**src/design/fractal_cfg.svh**
```systemverilog
`ifndef FRACTAL_CFG_SVH
`define FRACTAL_CFG_SVH

////////////////////
// Number format
////////////////////

// Signed Q4.32 fixed point
`define FRAC_BITS 32
`define INT_BITS 4

////////////////////
// Frame and pixel
////////////////////

`define FRAME_WIDTH 640        // Default frame size
`define FRAME_HEIGHT 480
`define ADDR_BITS 19           // Enough for 640 x 480
`define COLOR_BITS 3

// Iteration limit and count width
`define MAX_ITER 1000
`define ITER_BITS 10

// Pixel step at zoom 0 is 2^-7
`define BASE_STEP_SHIFT 7
`define ZOOM_BITS 4

`endif
```
**src/design/pixelPkg.sv**
```systemverilog
`include "fractal_cfg.svh"

package pixelPkg;

  // Framebuffer address
  // row times frame width plus column
  typedef logic [`ADDR_BITS-1:0] pixelAddrT;

  // Iteration count, wide enough for MAX_ITER
  typedef logic [`ITER_BITS-1:0] iterT;

  // Colour index written to the framebuffer
  // 7 marks an interior pixel
  typedef logic [`COLOR_BITS-1:0] colorT;

endpackage

```
**src/design/fixedPointPkg.sv**
```systemverilog
`include "fractal_cfg.svh"

package fixedPointPkg;

  // Raw signed word used for all arithmetic
  typedef logic signed [`INT_BITS+`FRAC_BITS-1:0] fixedT;

  // Same word split at the binary point
  typedef struct packed {
    logic signed [`INT_BITS-1:0] intPart;   // Floor of the value
    logic        [`FRAC_BITS-1:0] fracPart;
  } fixedFieldsT;

  // One word seen two ways
  // raw for add and multiply, fields for escape tests
  typedef union packed {
    fixedT       raw;
    fixedFieldsT fields;
  } fixedWordU;

endpackage

```
**src/design/pixelIfc.sv**
```systemverilog
`timescale 1ns/1ps

`include "fractal_cfg.svh"

////////////////////
// Generator to core
////////////////////

interface pixelJobIf import fixedPointPkg::*, pixelPkg::*; ();

  logic      jobValid;   // Job offered
  fixedT     jobX;       // Real part of c
  fixedT     jobY;       // Imaginary part of c
  pixelAddrT jobAddr;    // Where the result goes
  logic      coreReady;  // Core idle

  // Transfer on an edge with jobValid and coreReady both high
  modport source (
    output jobValid, jobX, jobY, jobAddr,
    input  coreReady
  );

  modport core (
    input  jobValid, jobX, jobY, jobAddr,
    output coreReady
  );

endinterface


```
**src/design/coordGenerator.sv**
```systemverilog
`timescale 1ns/1ps

`include "fractal_cfg.svh"

module coordGenerator
  import fixedPointPkg::*, pixelPkg::*;
#(
  parameter int frameWidth  = `FRAME_WIDTH,
  parameter int frameHeight = `FRAME_HEIGHT
) (
  input  logic                  CLOCK_50,
  input  logic                  reset,
  input  logic                  draw,
  input  fixedT                 upperLeftX,
  input  fixedT                 upperLeftY,
  input  logic [`ZOOM_BITS-1:0] zoomLevel,
  output logic                  frameStart,
  pixelJobIf.source             job0,
  pixelJobIf.source             job1
);

  localparam int colBits = (frameWidth > 1) ? $clog2(frameWidth) : 1;
  localparam int rowBits = (frameHeight > 1) ? $clog2(frameHeight) : 1;

  typedef enum logic [1:0] {sIdle, sRun, sDrain} genStateT;

  genStateT           state;
  logic [colBits-1:0] col;
  logic [rowBits-1:0] row;
  pixelAddrT          addr;
  fixedT              cornerX;      // Left edge, reloaded each row
  fixedT              curX, curY;   // Coordinate of the pending pixel
  fixedT              step;
  logic               jobTaken, lastPixel;

  assign frameStart = (state == sIdle) && draw;  // Draw accepted this cycle

  // Core 0 gets first pick, core 1 only when core 0 is busy
  assign job0.jobValid = (state == sRun) && job0.coreReady;
  assign job1.jobValid = (state == sRun) && !job0.coreReady && job1.coreReady;

  // Both cores see the same pending job
  assign job0.jobX    = curX;
  assign job0.jobY    = curY;
  assign job0.jobAddr = addr;
  assign job1.jobX    = curX;
  assign job1.jobY    = curY;
  assign job1.jobAddr = addr;

  assign jobTaken  = (job0.jobValid && job0.coreReady) || (job1.jobValid && job1.coreReady);
  assign lastPixel = (col == colBits'(frameWidth - 1)) && (row == rowBits'(frameHeight - 1));

  always_ff @(posedge CLOCK_50) begin
    if (reset) begin
      state <= sIdle;
    end else begin
      case (state)
        sIdle:   if (draw) state <= sRun;
        sRun:    if (jobTaken && lastPixel) state <= sDrain;
        // Wait for both cores to finish the frame
        sDrain:  if (job0.coreReady && job1.coreReady) state <= sIdle;
        default: state <= sIdle;
      endcase
    end
  end

  ////////////////////
  // Raster scan
  ////////////////////

  always_ff @(posedge CLOCK_50) begin
    if (frameStart) begin
      col     <= '0;
      row     <= '0;
      addr    <= '0;
      cornerX <= upperLeftX;
      curX    <= upperLeftX;
      curY    <= upperLeftY;
      step    <= fixedT'(1) << (`FRAC_BITS - `BASE_STEP_SHIFT - zoomLevel);  // 2^-(7+zoom)
    end else if (jobTaken) begin
      addr <= addr + 1'b1;
      if (col == colBits'(frameWidth - 1)) begin
        col  <= '0;
        row  <= row + 1'b1;
        curX <= cornerX;       // Back to left edge
        curY <= curY - step;   // Y grows upward, rows go down
      end else begin
        col  <= col + 1'b1;
        curX <= curX + step;
      end
    end
  end

endmodule

```
**src/flat_wrapper.sv**
```systemverilog
// flat-port wrapper written by rule: the top's interface ports become plain ports
module coordGenerator_flat import fixedPointPkg::*, pixelPkg::*;
#(
  parameter int frameWidth  = `FRAME_WIDTH,
  parameter int frameHeight = `FRAME_HEIGHT
)
  (CLOCK_50, reset, draw, upperLeftX, upperLeftY, zoomLevel, frameStart, job0_jobValid, job0_jobX, job0_jobY, job0_jobAddr, job0_coreReady, job1_jobValid, job1_jobX, job1_jobY, job1_jobAddr, job1_coreReady);
  pixelJobIf job0_i ();
  pixelJobIf job1_i ();
  input  logic CLOCK_50;
  input  logic reset;
  input  logic draw;
  input  fixedT upperLeftX;
  input  fixedT upperLeftY;
  input  logic [`ZOOM_BITS-1:0] zoomLevel;
  output logic frameStart;
  output wire logic [$bits(job0_i.jobValid)-1:0] job0_jobValid;
  output wire logic [$bits(job0_i.jobX)-1:0] job0_jobX;
  output wire logic [$bits(job0_i.jobY)-1:0] job0_jobY;
  output wire logic [$bits(job0_i.jobAddr)-1:0] job0_jobAddr;
  input wire logic [$bits(job0_i.coreReady)-1:0] job0_coreReady;
  output wire logic [$bits(job1_i.jobValid)-1:0] job1_jobValid;
  output wire logic [$bits(job1_i.jobX)-1:0] job1_jobX;
  output wire logic [$bits(job1_i.jobY)-1:0] job1_jobY;
  output wire logic [$bits(job1_i.jobAddr)-1:0] job1_jobAddr;
  input wire logic [$bits(job1_i.coreReady)-1:0] job1_coreReady;
  assign job0_jobValid = job0_i.jobValid;
  assign job0_jobX = job0_i.jobX;
  assign job0_jobY = job0_i.jobY;
  assign job0_jobAddr = job0_i.jobAddr;
  assign job0_i.coreReady = job0_coreReady;
  assign job1_jobValid = job1_i.jobValid;
  assign job1_jobX = job1_i.jobX;
  assign job1_jobY = job1_i.jobY;
  assign job1_jobAddr = job1_i.jobAddr;
  assign job1_i.coreReady = job1_coreReady;
  coordGenerator #(.frameWidth(frameWidth), .frameHeight(frameHeight)) u_core (.CLOCK_50(CLOCK_50), .reset(reset), .draw(draw), .upperLeftX(upperLeftX), .upperLeftY(upperLeftY), .zoomLevel(zoomLevel), .frameStart(frameStart), .job0(job0_i), .job1(job1_i));
endmodule
```
**config.mk**
```make
export PLATFORM = sky130hd
export DESIGN_NAME = coordGenerator_flat
export DESIGN_NICKNAME = d
export VERILOG_FILES = /design/src/design/pixelPkg.sv /design/src/design/fixedPointPkg.sv /design/src/design/pixelIfc.sv /design/src/design/coordGenerator.sv /design/src/flat_wrapper.sv
export VERILOG_INCLUDE_DIRS = /design/src /design/src/design
export SDC_FILE = /design/constraint.sdc
export NUM_CORES = 1
export LEC_CHECK = 0
export ABC_AREA = 1
export BUFFER_PORTS_ARGS = -buffer_cell sky130_fd_sc_hd__buf_4
export CORE_ASPECT_RATIO = 2
export CORE_MARGIN = 3
export CORE_UTILIZATION = 29
export CTS_CLUSTER_DIAMETER = 50
export DETAILED_ROUTE_END_ITERATION = 8
export PLACE_DENSITY = 0.46
export SLEW_MARGIN = 20
export SYNTH_ARGS = -nofsm -noshare
export SYNTH_HDL_FRONTEND = slang
export SYNTH_SLANG_ARGS = --single-unit
export TNS_END_PERCENT = 100
```
**constraint.sdc**
```tcl
create_clock -name CLOCK_50 -period 2.5 [get_ports CLOCK_50]
set_input_delay 0.375 -clock CLOCK_50 [delete_from_list [all_inputs] [get_ports CLOCK_50]]
set_output_delay 0.375 -clock CLOCK_50 [all_outputs]
set_load 0.02 [all_outputs]
```
==> impl_metrics.env <==
export IMPL_path_max_fanout=3
export IMPL_layout_commonest_cell="nand2_1"
export IMPL_synth_ff_type="edfxtp_1"
export IMPL_die_area_um2=47480
export IMPL_slew_viol_final=0
export IMPL_fin_nets=2236
export IMPL_hold_violations=0
export IMPL_clock_fmax_mhz=415.4
export IMPL_die_w_um=155.6
export IMPL_numCtsBuffers=17
export IMPL_ys_types=47
export IMPL_drt_drc_violations_left=0
export IMPL_critPathSlowestCell="edfxtp_1"
export IMPL_clock_path_buffers=2
export IMPL_clk_latency_ps=460
export IMPL_ys_warn_count=0
export IMPL_relSlewSlack=0.5578
export IMPL_grt_max_degree=48
export IMPL_dp_cells=2619
export IMPL_vdd_drop_max_mv=0.4816
export IMPL_fin_crit_ps=2407
export IMPL_rsz0062_at_grt="yes"
export IMPL_clock_sinks=180
export IMPL_grt_pass1_wl_mm=72.55
export IMPL_synth_fp_nets=1925
export IMPL_leakagePower_nw=7.994
export IMPL_crit_family="simple AND/OR/NAND/NOR gates"
export IMPL_ant_nets=0
export IMPL_period_share=0.9628
export IMPL_synth_area_um2=12980
export IMPL_portBuffers=265
export IMPL_drt_pass1_iterations=5
export IMPL_path_buf_inv=2
export IMPL_syn_inst=1774
export IMPL_synth_top_area_frac=0.3239
export IMPL_ctsHoldBuffers=0
export IMPL_worstHoldPathCells=2
export IMPL_path_clk_slew_ps=80
export IMPL_synth_top_area_cell="edfxtp_1"
export IMPL_rows=109
export IMPL_status="finished clean"
export IMPL_vias=12498
export IMPL_core_area_um2=44190
export IMPL_critPathMaxStageDelay_ps=450
export IMPL_path_class="reg2reg"
export IMPL_initial_core_util=0.2937
export IMPL_num_io_pins=266
export IMPL_critPathLaunchType="flip-flop"
export IMPL_reg2reg_depth=14
export IMPL_grt_usage=0.2022
export IMPL_crit_required_ps=2720
export IMPL_finalClockSkew_ps=14.87
export IMPL_drtIter0Drc=484
export IMPL_final_cell_mix="513 x nand2_1, 408 x buf_4, 219 x inv_1"
export IMPL_end_kind="flip-flop"
export IMPL_syn_area_per_cell_um2=7.316
export IMPL_ys_seq_elements=180
export IMPL_layout_cells_non_filler=2654
export IMPL_drive_gt1_frac=0.2469
export IMPL_async_flop_share=0
export IMPL_setup_viol=0
export IMPL_hold_path_class="in2reg"
export IMPL_grt_ovfl_total=0
export IMPL_finalWirelength_mm=49.18
export IMPL_routedWlPerCell_um=18.53
export IMPL_antenna_found_initial=2
export IMPL_fin_util=0.3803
export IMPL_gp_congestion=0.9417
export IMPL_ys_seq_area_frac=0.3856
export IMPL_synth_top_cells_by_area="edfxtp_1 32%, nand2_1 15%, ha_1 6.6%"
export IMPL_p_per_area_nw_per_um2=725.5
export IMPL_vias_per_cell=4.709
export IMPL_synth_enable_flop_cells=140
export IMPL_maxCapViolations=0
export IMPL_syn_to_final_growth_pct=29.47
export IMPL_dieHeight_um=305.2
export IMPL_cts_tree="done"
export IMPL_holdWs_ps=64.40
export IMPL_path_common_cell="nand2_1"
export IMPL_dpl_hpwl_mm=40.83
export IMPL_worst_endpoint_arrival_ps=2630
export IMPL_worst_slew_pin_slew_ps=663.3
export IMPL_grt_pass1_vias=12844
export IMPL_cp_depth=14
export IMPL_ctsHtreeMaxLevel=4
export IMPL_worstPathCellList="ha_1, buf_4, nand2_1, inv_1, a21oi_1, nand3_2, nand2_1, nand2_1, nand2_1, nand2_1, nand2_1, nand3_1, nand2_1, nand2_1"
export IMPL_cts_root_buffer="clkbuf_16"
[per-stage QoR]
stage / setup slack (ps) / total power (W) / setup TNS, ps / cell area [µm²]
after CTS: 4.853 / 0.01227 / 0 / 16630
after detailed placement: -48.88 / 0.009374 / -150.1 / 16020
after global placement: -118.0 / 0.009367 / -249.4 / 16020
after floorplan: 182.5 / 0.007166 / 0 / 12980
after global routing: -18.00 / 0.01299 / -40.68 / 16800
final: 92.97 / 0.01219 / 0 / 16800
[power breakdown]
part           switching [W]  total, W  internal (W)  leakage, nW
Clock                0.00131   0.00282       0.00151        0.298
Combinational        0.00323   0.00542       0.00219         6.01
Sequential          0.000297   0.00395       0.00365         1.69
Total                0.00484    0.0122       0.00735         7.99
[cell usage after synthesis, types with 2 or more instances]
cell type and instances:
nand2_1 528, inv_1 221, nor2_1 153, edfxtp_1 140, a21oi_1 114, nand3_1 108, o21ai_0 95, buf_4 92
ha_1 68, dfxtp_1 40, nor3_1 38, clkbuf_1 20, o21a_1 20, nand4_1 18, xnor2_1 16, xor2_1 14
o21bai_1 11, nor4_1 8, or2_2 8, a31oi_1 7, nand3b_1 7, buf_2 5, buf_1 4, nor2_2 4
and3_1 3, o21ai_1 3, a21boi_0 2, and2_1 2, fa_1 2, nand2_2 2, nand2_4 2, nor2_4 2
nor3b_1 2, o211ai_1 2
[cells by family (layout without fill, tap and decap cells)]
logic type               after synthesis  count (layout)  share of synthesized area
AO/OA/AOI/OAI                        258             258                     0.1085
XOR/XNOR                              30              30                    0.02024
adder cells (fa/ha/maj)               70              70                    0.06864
buffers and inverters                345             669                     0.1271
flip-flops                           180             180                     0.3856
other                                  0               1                          0
AND/OR/NAND/NOR                      891             891                     0.2900
[routing by layer]
layer / vias to the layer above / track usage / share of wire
li1: 6362 / - / -
met1: 5789 / 0.1868 / 0.34
met2: 283 / 0.4252 / 0.60
met3: 62 / 0.02621 / 0.032
met4: 2 / 0.08009 / 0.035
met5: - / 0 / 0.00041
[sequential cells by signal, summed over array words and instances, names as in the netlist]
name	count
u_core.col	10
u_core.job0.jobX	36
u_core.state	2
u_core.step	32
u_core.row	9
u_core.cornerX	36
u_core.job0.jobY	36
u_core.job0.jobAddr	19
[what timing repair did]
| action | in CTS | in global routing |
|---|---|---|
| pin swaps | 0 | 3 |
| buffers inserted | 0 | 2 |
| endpoints found under the setup margin | 5 | 39 |
| resized for setup | 5 | 49 |
[worst paths after layout]
check	start	to	slack, ps
max	u_core.job0.jobX[8]	u_core.job0.jobX[30]	90
min	reset	u_core.state[0]	60
max reg2reg	u_core.job0.jobX[8]	u_core.job0.jobX[30]	90
min reg2reg	u_core.col[4]	u_core.col[4]	490
[layout make-up]
type                    instances  area (µm²)
well taps                     555       694.4
flip-flops and latches        180        5005
clock buffers                  20       479.2
fillers                      4820       27380
clock inverters                12       117.6
repair buffers                413        3163
inverters                     224       848.3
multi-input cells            1249        6494
diodes                          1       2.502
No activity file was read; power rests on OpenSTA's default activity.
