`src/design/fractal_cfg.svh`:
```
`ifndef FRACTAL_CFG_SVH
`define FRACTAL_CFG_SVH

////////////////////
// Number format
////////////////////

// Signed Q4.32 fixed point
`define FRAC_BITS 32
`define INT_BITS 4

////////////////////
// Frame and pixel
////////////////////

`define FRAME_WIDTH 640        // Default frame size
`define FRAME_HEIGHT 480
`define ADDR_BITS 19           // Enough for 640 x 480
`define COLOR_BITS 3

// Iteration limit and count width
`define MAX_ITER 1000
`define ITER_BITS 10

// Pixel step at zoom 0 is 2^-7
`define BASE_STEP_SHIFT 7
`define ZOOM_BITS 4

`endif
```
`src/design/pixelPkg.sv`:
```
`include "fractal_cfg.svh"

package pixelPkg;

  // Framebuffer address
  // row times frame width plus column
  typedef logic [`ADDR_BITS-1:0] pixelAddrT;

  // Iteration count, wide enough for MAX_ITER
  typedef logic [`ITER_BITS-1:0] iterT;

  // Colour index written to the framebuffer
  // 7 marks an interior pixel
  typedef logic [`COLOR_BITS-1:0] colorT;

endpackage

```
`src/design/pixelIfc.sv`:
```
`timescale 1ns/1ps

`include "fractal_cfg.svh"


////////////////////
// Core to arbiter
////////////////////

interface pixelResultIf import pixelPkg::*; ();

  logic      resultValid;  // Colour waiting
  pixelAddrT resultAddr;
  colorT     resultColor;
  logic      stored;       // One-cycle pulse, result written

  modport core (
    output resultValid, resultAddr, resultColor,
    input  stored
  );

  modport sink (
    input  resultValid, resultAddr, resultColor,
    output stored
  );

endinterface

```
`src/design/resultArbiter.sv`:
```
`timescale 1ns/1ps

`include "fractal_cfg.svh"

module resultArbiter
  import pixelPkg::*;
#(
  parameter int pixelCount = `FRAME_WIDTH * `FRAME_HEIGHT
) (
  input  logic       CLOCK_50,
  input  logic       reset,
  input  logic       frameStart,
  pixelResultIf.sink res0,
  pixelResultIf.sink res1,
  output logic       pixelWrite,
  output pixelAddrT  pixelAddr,
  output colorT      pixelColor,
  output logic       done
);

  localparam int countBits = $clog2(pixelCount + 1);

  logic                 favorOne;     // Core 1 wins the next tie
  logic                 pick0, pick1;
  logic [countBits-1:0] writeCount;   // Writes since frameStart

  ////////////////////
  // Selection
  ////////////////////

  assign pick0 = res0.resultValid && (!res1.resultValid || !favorOne);
  assign pick1 = res1.resultValid && !pick0;

  // Stored and the write share one cycle
  assign res0.stored = pick0;
  assign res1.stored = pick1;

  assign pixelWrite = pick0 || pick1;
  assign pixelAddr  = pick1 ? res1.resultAddr : res0.resultAddr;
  assign pixelColor = pick1 ? res1.resultColor : res0.resultColor;

  always_ff @(posedge CLOCK_50) begin
    if (reset) begin
      favorOne <= 1'b0;
    end else if (pick0) begin
      favorOne <= 1'b1;   // Last winner goes to the back
    end else if (pick1) begin
      favorOne <= 1'b0;
    end
  end

  ////////////////////
  // Frame completion
  ////////////////////

  always_ff @(posedge CLOCK_50) begin
    if (reset) begin
      writeCount <= '0;
      done       <= 1'b0;
    end else if (frameStart) begin
      writeCount <= '0;
      done       <= 1'b0;   // Drops with the accepted draw
    end else if (pixelWrite) begin
      writeCount <= writeCount + 1'b1;
      if (writeCount == countBits'(pixelCount - 1)) begin
        done <= 1'b1;       // Last pixel of the frame
      end
    end
  end

endmodule

```
`src/flat_wrapper.sv`:
```
// flat-port wrapper written by rule: the top's interface ports become plain ports
module resultArbiter_flat import pixelPkg::*;
#(
  parameter int pixelCount = `FRAME_WIDTH * `FRAME_HEIGHT
)
  (CLOCK_50, reset, frameStart, pixelWrite, pixelAddr, pixelColor, done, res0_resultValid, res0_resultAddr, res0_resultColor, res0_stored, res1_resultValid, res1_resultAddr, res1_resultColor, res1_stored);
  pixelResultIf res0_i ();
  pixelResultIf res1_i ();
  input  logic CLOCK_50;
  input  logic reset;
  input  logic frameStart;
  output logic pixelWrite;
  output pixelAddrT pixelAddr;
  output colorT pixelColor;
  output logic done;
  input wire logic [$bits(res0_i.resultValid)-1:0] res0_resultValid;
  input wire logic [$bits(res0_i.resultAddr)-1:0] res0_resultAddr;
  input wire logic [$bits(res0_i.resultColor)-1:0] res0_resultColor;
  output wire logic [$bits(res0_i.stored)-1:0] res0_stored;
  input wire logic [$bits(res1_i.resultValid)-1:0] res1_resultValid;
  input wire logic [$bits(res1_i.resultAddr)-1:0] res1_resultAddr;
  input wire logic [$bits(res1_i.resultColor)-1:0] res1_resultColor;
  output wire logic [$bits(res1_i.stored)-1:0] res1_stored;
  assign res0_i.resultValid = res0_resultValid;
  assign res0_i.resultAddr = res0_resultAddr;
  assign res0_i.resultColor = res0_resultColor;
  assign res0_stored = res0_i.stored;
  assign res1_i.resultValid = res1_resultValid;
  assign res1_i.resultAddr = res1_resultAddr;
  assign res1_i.resultColor = res1_resultColor;
  assign res1_stored = res1_i.stored;
  resultArbiter #(.pixelCount(pixelCount)) u_core (.CLOCK_50(CLOCK_50), .reset(reset), .frameStart(frameStart), .res0(res0_i), .res1(res1_i), .pixelWrite(pixelWrite), .pixelAddr(pixelAddr), .pixelColor(pixelColor), .done(done));
endmodule
```
`config.mk`:
```
export PLATFORM = sky130hd
export DESIGN_NAME = resultArbiter_flat
export DESIGN_NICKNAME = d
export VERILOG_FILES = /design/src/design/pixelPkg.sv /design/src/design/pixelIfc.sv /design/src/design/resultArbiter.sv /design/src/flat_wrapper.sv
export VERILOG_INCLUDE_DIRS = /design/src /design/src/design
export SDC_FILE = /design/constraint.sdc
export NUM_CORES = 1
export LEC_CHECK = 0
export BUFFER_PORTS_ARGS = -buffer_cell sky130_fd_sc_hd__buf_2
export CAP_MARGIN = 5
export CORE_MARGIN = 5
export CORE_UTILIZATION = 44
export CTS_BUF_LIST = sky130_fd_sc_hd__clkbuf_4
export CTS_CLUSTER_DIAMETER = 80
export DETAILED_ROUTE_END_ITERATION = 16
export PLACE_DENSITY_LB_ADDON = 0.15
export SYNTH_ARGS = -nofsm -noshare
export SYNTH_HDL_FRONTEND = slang
export SYNTH_SLANG_ARGS = --single-unit
```
`constraint.sdc`:
```
create_clock -name CLOCK_50 -period 1.8 [get_ports CLOCK_50]
set_input_delay 0.09 -clock CLOCK_50 [delete_from_list [all_inputs] [get_ports CLOCK_50]]
set_output_delay 0.09 -clock CLOCK_50 [all_outputs]
set_load 0.02 [all_outputs]
```
==> results of run 1 <==
[synthesized netlist by cell type]
cell type,count,share of area
nor4_1,4,0.020
buf_2,2,0.0080
o21ai_0,4,0.016
and3_1,2,0.010
o2111ai_1,1,0.0070
a31oi_1,3,0.015
nand4_4,1,0.017
buf_6,2,0.018
or3_4,1,0.0090
o21ai_1,1,0.0040
dfxtp_1,21,0.34
inv_1,4,0.012
o211ai_1,1,0.0060
mux2_2,23,0.21
nand2_1,8,0.024
clkbuf_1,2,0.0060
nand3_1,4,0.016
or2_2,2,0.010
nand4_1,2,0.010
o211a_1,1,0.0080
mux2i_1,1,0.0080
xor2_1,4,0.028
ha_1,1,0.010
a41o_1,2,0.016
nor3_1,3,0.012
xnor2_1,8,0.056
nor2_1,19,0.057
or3_2,1,0.0060
nor4b_1,1,0.0070
or3_1,3,0.015
and4_1,1,0.0070
a21oi_1,5,0.020
[cell type report]
| type | count | area share |
|---|---|---|
| Multi-Input combinational cell | 107 | 0.457 |
| Timing Repair Buffer | 80 | 0.247 |
| Sequential cell | 21 | 0.246 |
| Tap cell | 31 | 0.0227 |
| Clock buffer | 4 | 0.0176 |
| Inverter | 4 | 0.00880 |
[flip-flops by register name (all words and copies together) (netlist names)]
name               cells
u_core.writeCount     19
u_core.favorOne        1
u_core.done            1
[what timing repair did]
action	in CTS	in global routing
hold buffers	1	0
endpoints found under the hold margin	1	0
buffers inserted	0	2
gates resized for setup	0	1
endpoints found under the setup margin	0	15
[through the flow]
stage          instance area, sq um  total power [uW]  utilization  instances  setup slack (ns)
3_5_place_dp                   1650               739        0.603        240             0.104
4_1_cts                        1690               983        0.617        245            0.0545
3_3_place_gp                   1650               733        0.603        240             0.185
2_1_floorplan                  1250               631            -        138             0.249
6_report                       1710               973        0.624        247             0.118
5_1_grt                        1710              1020        0.624        247            0.0133
[path summary, 6_finish.rpt]
path         cells past startpoint                  from                    end
max                              4       u_core.favorOne           pixelAddr[9]
min                              3      res1_resultValid        u_core.favorOne
max reg2reg                      5  u_core.writeCount[0]  u_core.writeCount[18]
min reg2reg                      2           u_core.done            u_core.done
[layer usage]
layer | share of wire | global-route usage | vias up
li1 | - | - | 649
met1 | 0.39 | 0.180 | 571
met2 | 0.52 | 0.345 | 52
met3 | 0.079 | 0.0568 | 5
met4 | 0.013 | 0.0623 | 0
met5 | 0 | 0 | -
[critical path, stage by stage, from the launching register on]
cell and delay [ns]:
dfxtp_1 0.35, o21ai_2 0.15, buf_6 0.23, mux2_2 0.38, buf_2 0.16
[logic make-up (layout without fill, tap and decap cells)]
| family | after synthesis | after routing |
|---|---|---|
| flops | 21 | 21 |
| fa+ha+maj | 1 | 1 |
| simple gates | 52 | 52 |
| mux | 24 | 24 |
| xor+xnor | 12 | 12 |
| buf+inv | 10 | 88 |
| compound gates | 18 | 18 |
[power by group through the flow]
stage	Combinational, uW	Sequential [uW]	Clock, uW
after global placement	251	482	0
after detailed placement	257	482	0
after CTS	259	472	252
final	257	472	244
after floorplan	150	481	0
after global routing	277	472	269
==> run_results.csv, run 1 <==
group,metric,value,unit
timing,fin_skew,0.00239,ns
floorplan,die_y,63.4,um
clock_network,h-tree-depth,1,
global_routing,grt_pass1_wl,5930,um
route,routed_wl,3650,um
finish,syn_to_final_growth,36.3,%
power_and_ir_drop,pwr-share-comb,0.264,
timing,tightest_slew,0.545,ns
logic_synthesis,synthMuxAreaShare,0.215,
timing,whs,0.151,ns
route,wire_per_inst,14.8,um
route,viasPerCell,5.17,
route,drt_iter0_drc,45,
timing,finalHoldViolCount,0,
logic_synthesis,synth-seq-cells,21,
power_and_ir_drop,power.density,570,nW/um^2
route,route.detailed.drc,0,
logic_synthesis,syn_inst,138,
route,via_count,1277,
timing,tns,0,ns
power_and_ir_drop,pwr-share-clk,0.251,
logic_synthesis,synth_area,1250,sq um
floorplan,fp-row-count,19,
floorplan,die_w,63.4,um
setup_path,arrival,1.59,ns
placement,dpl.hpwl,3000,um
power_and_ir_drop,p_sw,282,uW
floorplan,start_util,0.458,
floorplan,die_area,4010,sq um
placement,place.gp.congestion,0.830,
clock_network,clk_latency,0.31,ns
finish,final_common_cell,"buf_2",
route,detail-route-antenna-nets,0,
status,status,"complete, no violations",
timing,setup_viol,0,
finish,diodes,0,
power_and_ir_drop,power_frac_seq,0.485,
timing,slew_viol_final,0,
finish,layout_common_cells,"buf_2, mux2_2, dfxtp_1, nor2_1",
timing,max_freq,594,MHz
setup_path,end_kind,"output port",
clock_network,root_buffer,"clkbuf_4",
timing,min_period,1.68,ns
clock_network,cts_tree,"built",
setup_path,crit_required,1.71,ns
placement,io_buffers,74,
power_and_ir_drop,vdd_drop_max,586,uV
global_routing,grt_overflow,0,
logic_synthesis,synthDistinctLibCells,32,
global_routing,grt_pass1_vias,1288,
logic_synthesis,ys_warn_count,0,
finish,drive_gt1_frac,0.519,
clock_network,clk_pin_slew_worst_paths,0.11,ns
setup_path,worst-setup-path-type,"reg2out",
timing,period_share,0.935,
global_routing,grt_usage,0.181,
global_routing,antenna_found_initial,0,
timing,rsz0062_at_grt,"no",
global_routing,grt_max_degree,24,
logic_synthesis,synth-adder-area-share,0.00999,
finish,multi_input_area,781,sq um
power_and_ir_drop,swShare,0.289,
timing,relSlewSlack,0.633,
clock_network,cts_buffer_depth,2,
logic_synthesis,avgSynthCellArea,9.08,sq um
finish,nets,267,
power_and_ir_drop,cellInternalPower,692,uW
logic_synthesis,synth.net_count,188,
clock_network,numCtsBuffers,3,
logic_synthesis,synth_top_family_by_area,"simple AND/OR/NAND/NOR gates",
power_and_ir_drop,p_leak,0.000781,uW
logic_synthesis,ys_seq_area_frac,0.336,
route,drt_pre_antenna_iters,4,
finish,nFillCells,248,
setup_path,ff2ff_setup_slack,0.14,ns
floorplan,ios,75,
floorplan,coreArea,2730,sq um
clock_network,cts.sinks,21,
hold_path,hold_class,"in2reg",
setup_path,startpoint_type,"flop",
finish,seqCellArea,420,sq um
logic_synthesis,synth_simple_gate_area_share,0.220,
setup_path,crit_fanout,23,
logic_synthesis,synth_compound_area_frac,0.0919,
job,max_cap_violations,0,
logic_synthesis,synth_xor_xnor_area_share,0.0839,
(Power assumes the default switching activity.)
==> run 2, diff against run 1 <==
CTS_CLUSTER_SIZE = 28   (was unset)
MAX_ROUTING_LAYER = met4   (was unset)
==> run 2 against run 1 <==
  * Clock power about the same
  * Critical endpoint unchanged
  * Sequential cell count did not move
  * Die area did not move
  * First-iteration DRC count increased by 8.9%
  * Cell count unchanged
  * Non-clock buffer count stayed put
  * Maximum frequency about the same
  * Total power grew 0.23%
  * Largest power group unchanged
  * Sequential power hardly changed
  * Sequential share of layout area unchanged
==> run_results.csv, run 2 (synthesis gave the netlist of run 1 again) <==
group,metric,value,unit
status,status,"complete, no violations",
route,route.detailed.drc,0,
clock_network,root_buffer,"clkbuf_4",
finish,reg.largest.list,"u_core.writeCount x19, u_core.done x1, u_core.favorOne x1",
finish,largest_register_ffs,19,
placement,dpl.hpwl,3000,um
finish,top_register,"u_core.writeCount",
timing,relSlewSlack,0.634,
global_routing,grt_overflow,0,
route,viasPerCell,5.19,
finish,seqCellArea,420,sq um
finish,diodes,0,
setup_path,crit_required,1.71,ns
timing,setup_viol,0,
setup_path,crit_fanout,23,
job,max_cap_violations,0,
timing,finalHoldViolCount,0,
finish,final_common_cell,"buf_2",
finish,nets,267,
setup_path,r2r-start,"u_core.writeCount[0]",
timing,slew_viol_final,0,
floorplan,die_area,4010,sq um
timing,fin_skew,0.00153,ns
timing,max_freq,594,MHz
setup_path,crit_start,"u_core.favorOne",
timing,rsz0062_at_grt,"no",
global_routing,grt_pass1_vias,1287,
finish,multi_input_area,781,sq um
route,wire_per_inst,14.7,um
clock_network,h-tree-depth,1,
route,detail-route-antenna-nets,0,
route,drt_iter0_drc,49,
floorplan,ios,75,
timing,tns,0,ns
global_routing,grt_usage,0.186,
global_routing,antenna_found_initial,0,
route,drt_pre_antenna_iters,4,
clock_network,numCtsBuffers,3,
finish,syn_to_final_growth,36.3,%
placement,dp_slack,0.104,ns
floorplan,start_util,0.458,
finish,drive_gt1_frac,0.519,
finish,layout_common_cells,"buf_2, mux2_2, dfxtp_1, nor2_1",
clock_network,cts_tree,"built",
floorplan,fp-row-count,19,
power_and_ir_drop,vdd_drop_max,592,uV
global_routing,grt_max_degree,24,
clock_network,clk_latency,0.31,ns
setup_path,arrival,1.59,ns
setup_path,startpoint_type,"flop",
placement,io_buffers,74,
timing,tightest_slew,0.548,ns
hold_path,hold_class,"in2reg",
timing,layout_setup_ws,0.116,ns
power_and_ir_drop,p_leak,0.000781,uW
placement,place.gp.congestion,0.843,
clock_network,cts.sinks,21,
floorplan,die_y,63.4,um
clock_network,cts_buffer_depth,2,
global_routing,grt_pass1_wl,5930,um
finish,nFillCells,248,
power_and_ir_drop,power.density,571,nW/um^2
timing,min_period,1.68,ns
setup_path,end_kind,"output port",
route,routed_wl,3640,um
setup_path,worst-setup-path-type,"reg2out",
hold_path,min_from,"res1_resultValid",
route,via_count,1281,
clock_network,clk_pin_slew_worst_paths,0.11,ns
floorplan,coreArea,2730,sq um
timing,period_share,0.935,
floorplan,die_w,63.4,um
[run 2: cell counts in the layout (fill, tap and decap cells not counted)]
No cell type changed its count.
[run 2: power breakdown]
part           internal, uW  total, uW  switching (uW)
Combinational           122        258             136
Sequential              468        472            3.55
Clock                   102        246             144
[run 2: stage by stage]
stage	hold WS [ns]	cells	utilization	total power, uW	instance area [sq um]
after floorplan	0.162	138	-	631	1250
after global placement	0.289	240	0.603	733	1650
after detailed placement	0.293	240	0.603	739	1650
after CTS	0.140	245	0.617	983	1690
after global routing	0.161	247	0.624	1020	1710
final	0.157	247	0.624	975	1710
[run 2: path summary, 6_finish.rpt]
check                                        endpoint  slack, ns  cells after the start
worst min-delay path                  u_core.favorOne       0.16                      3
worst min register to register            u_core.done       0.50                      2
worst max register to register  u_core.writeCount[18]       0.14                      5
worst max-delay path                     pixelAddr[9]       0.12                      4
[run 2: layer usage]
metal  part of all wire  up-vias  global-route usage
met5                  0        -                   -
met4             0.0080        0              0.0623
met3              0.080        3              0.0568
met2               0.53       52               0.344
met1               0.38      580               0.183
li1                   -      646                   -
[run 2: final cells by class]
| cell class | instances | share of cell area |
|---|---|---|
| Timing Repair Buffer | 80 | 0.247 |
| Clock buffer | 4 | 0.0176 |
| Sequential cell | 21 | 0.246 |
| Multi-Input combinational cell | 107 | 0.457 |
| Tap cell | 31 | 0.0227 |
| Inverter | 4 | 0.00880 |
[run 2: timing repair]
| action | CTS | global route |
|---|---|---|
| setup endpoints to repair | 0 | 19 |
| setup buffers | 0 | 2 |
| hold buffers | 1 | 0 |
| endpoints found under the hold margin | 1 | 0 |
| resized for setup | 0 | 1 |
[run 2: worst max-delay path, stage by stage, from the launching register on]
cell and delay, ns:
dfxtp_1 0.35, o21ai_2 0.15, buf_6 0.23, mux2_2 0.38, buf_2 0.16
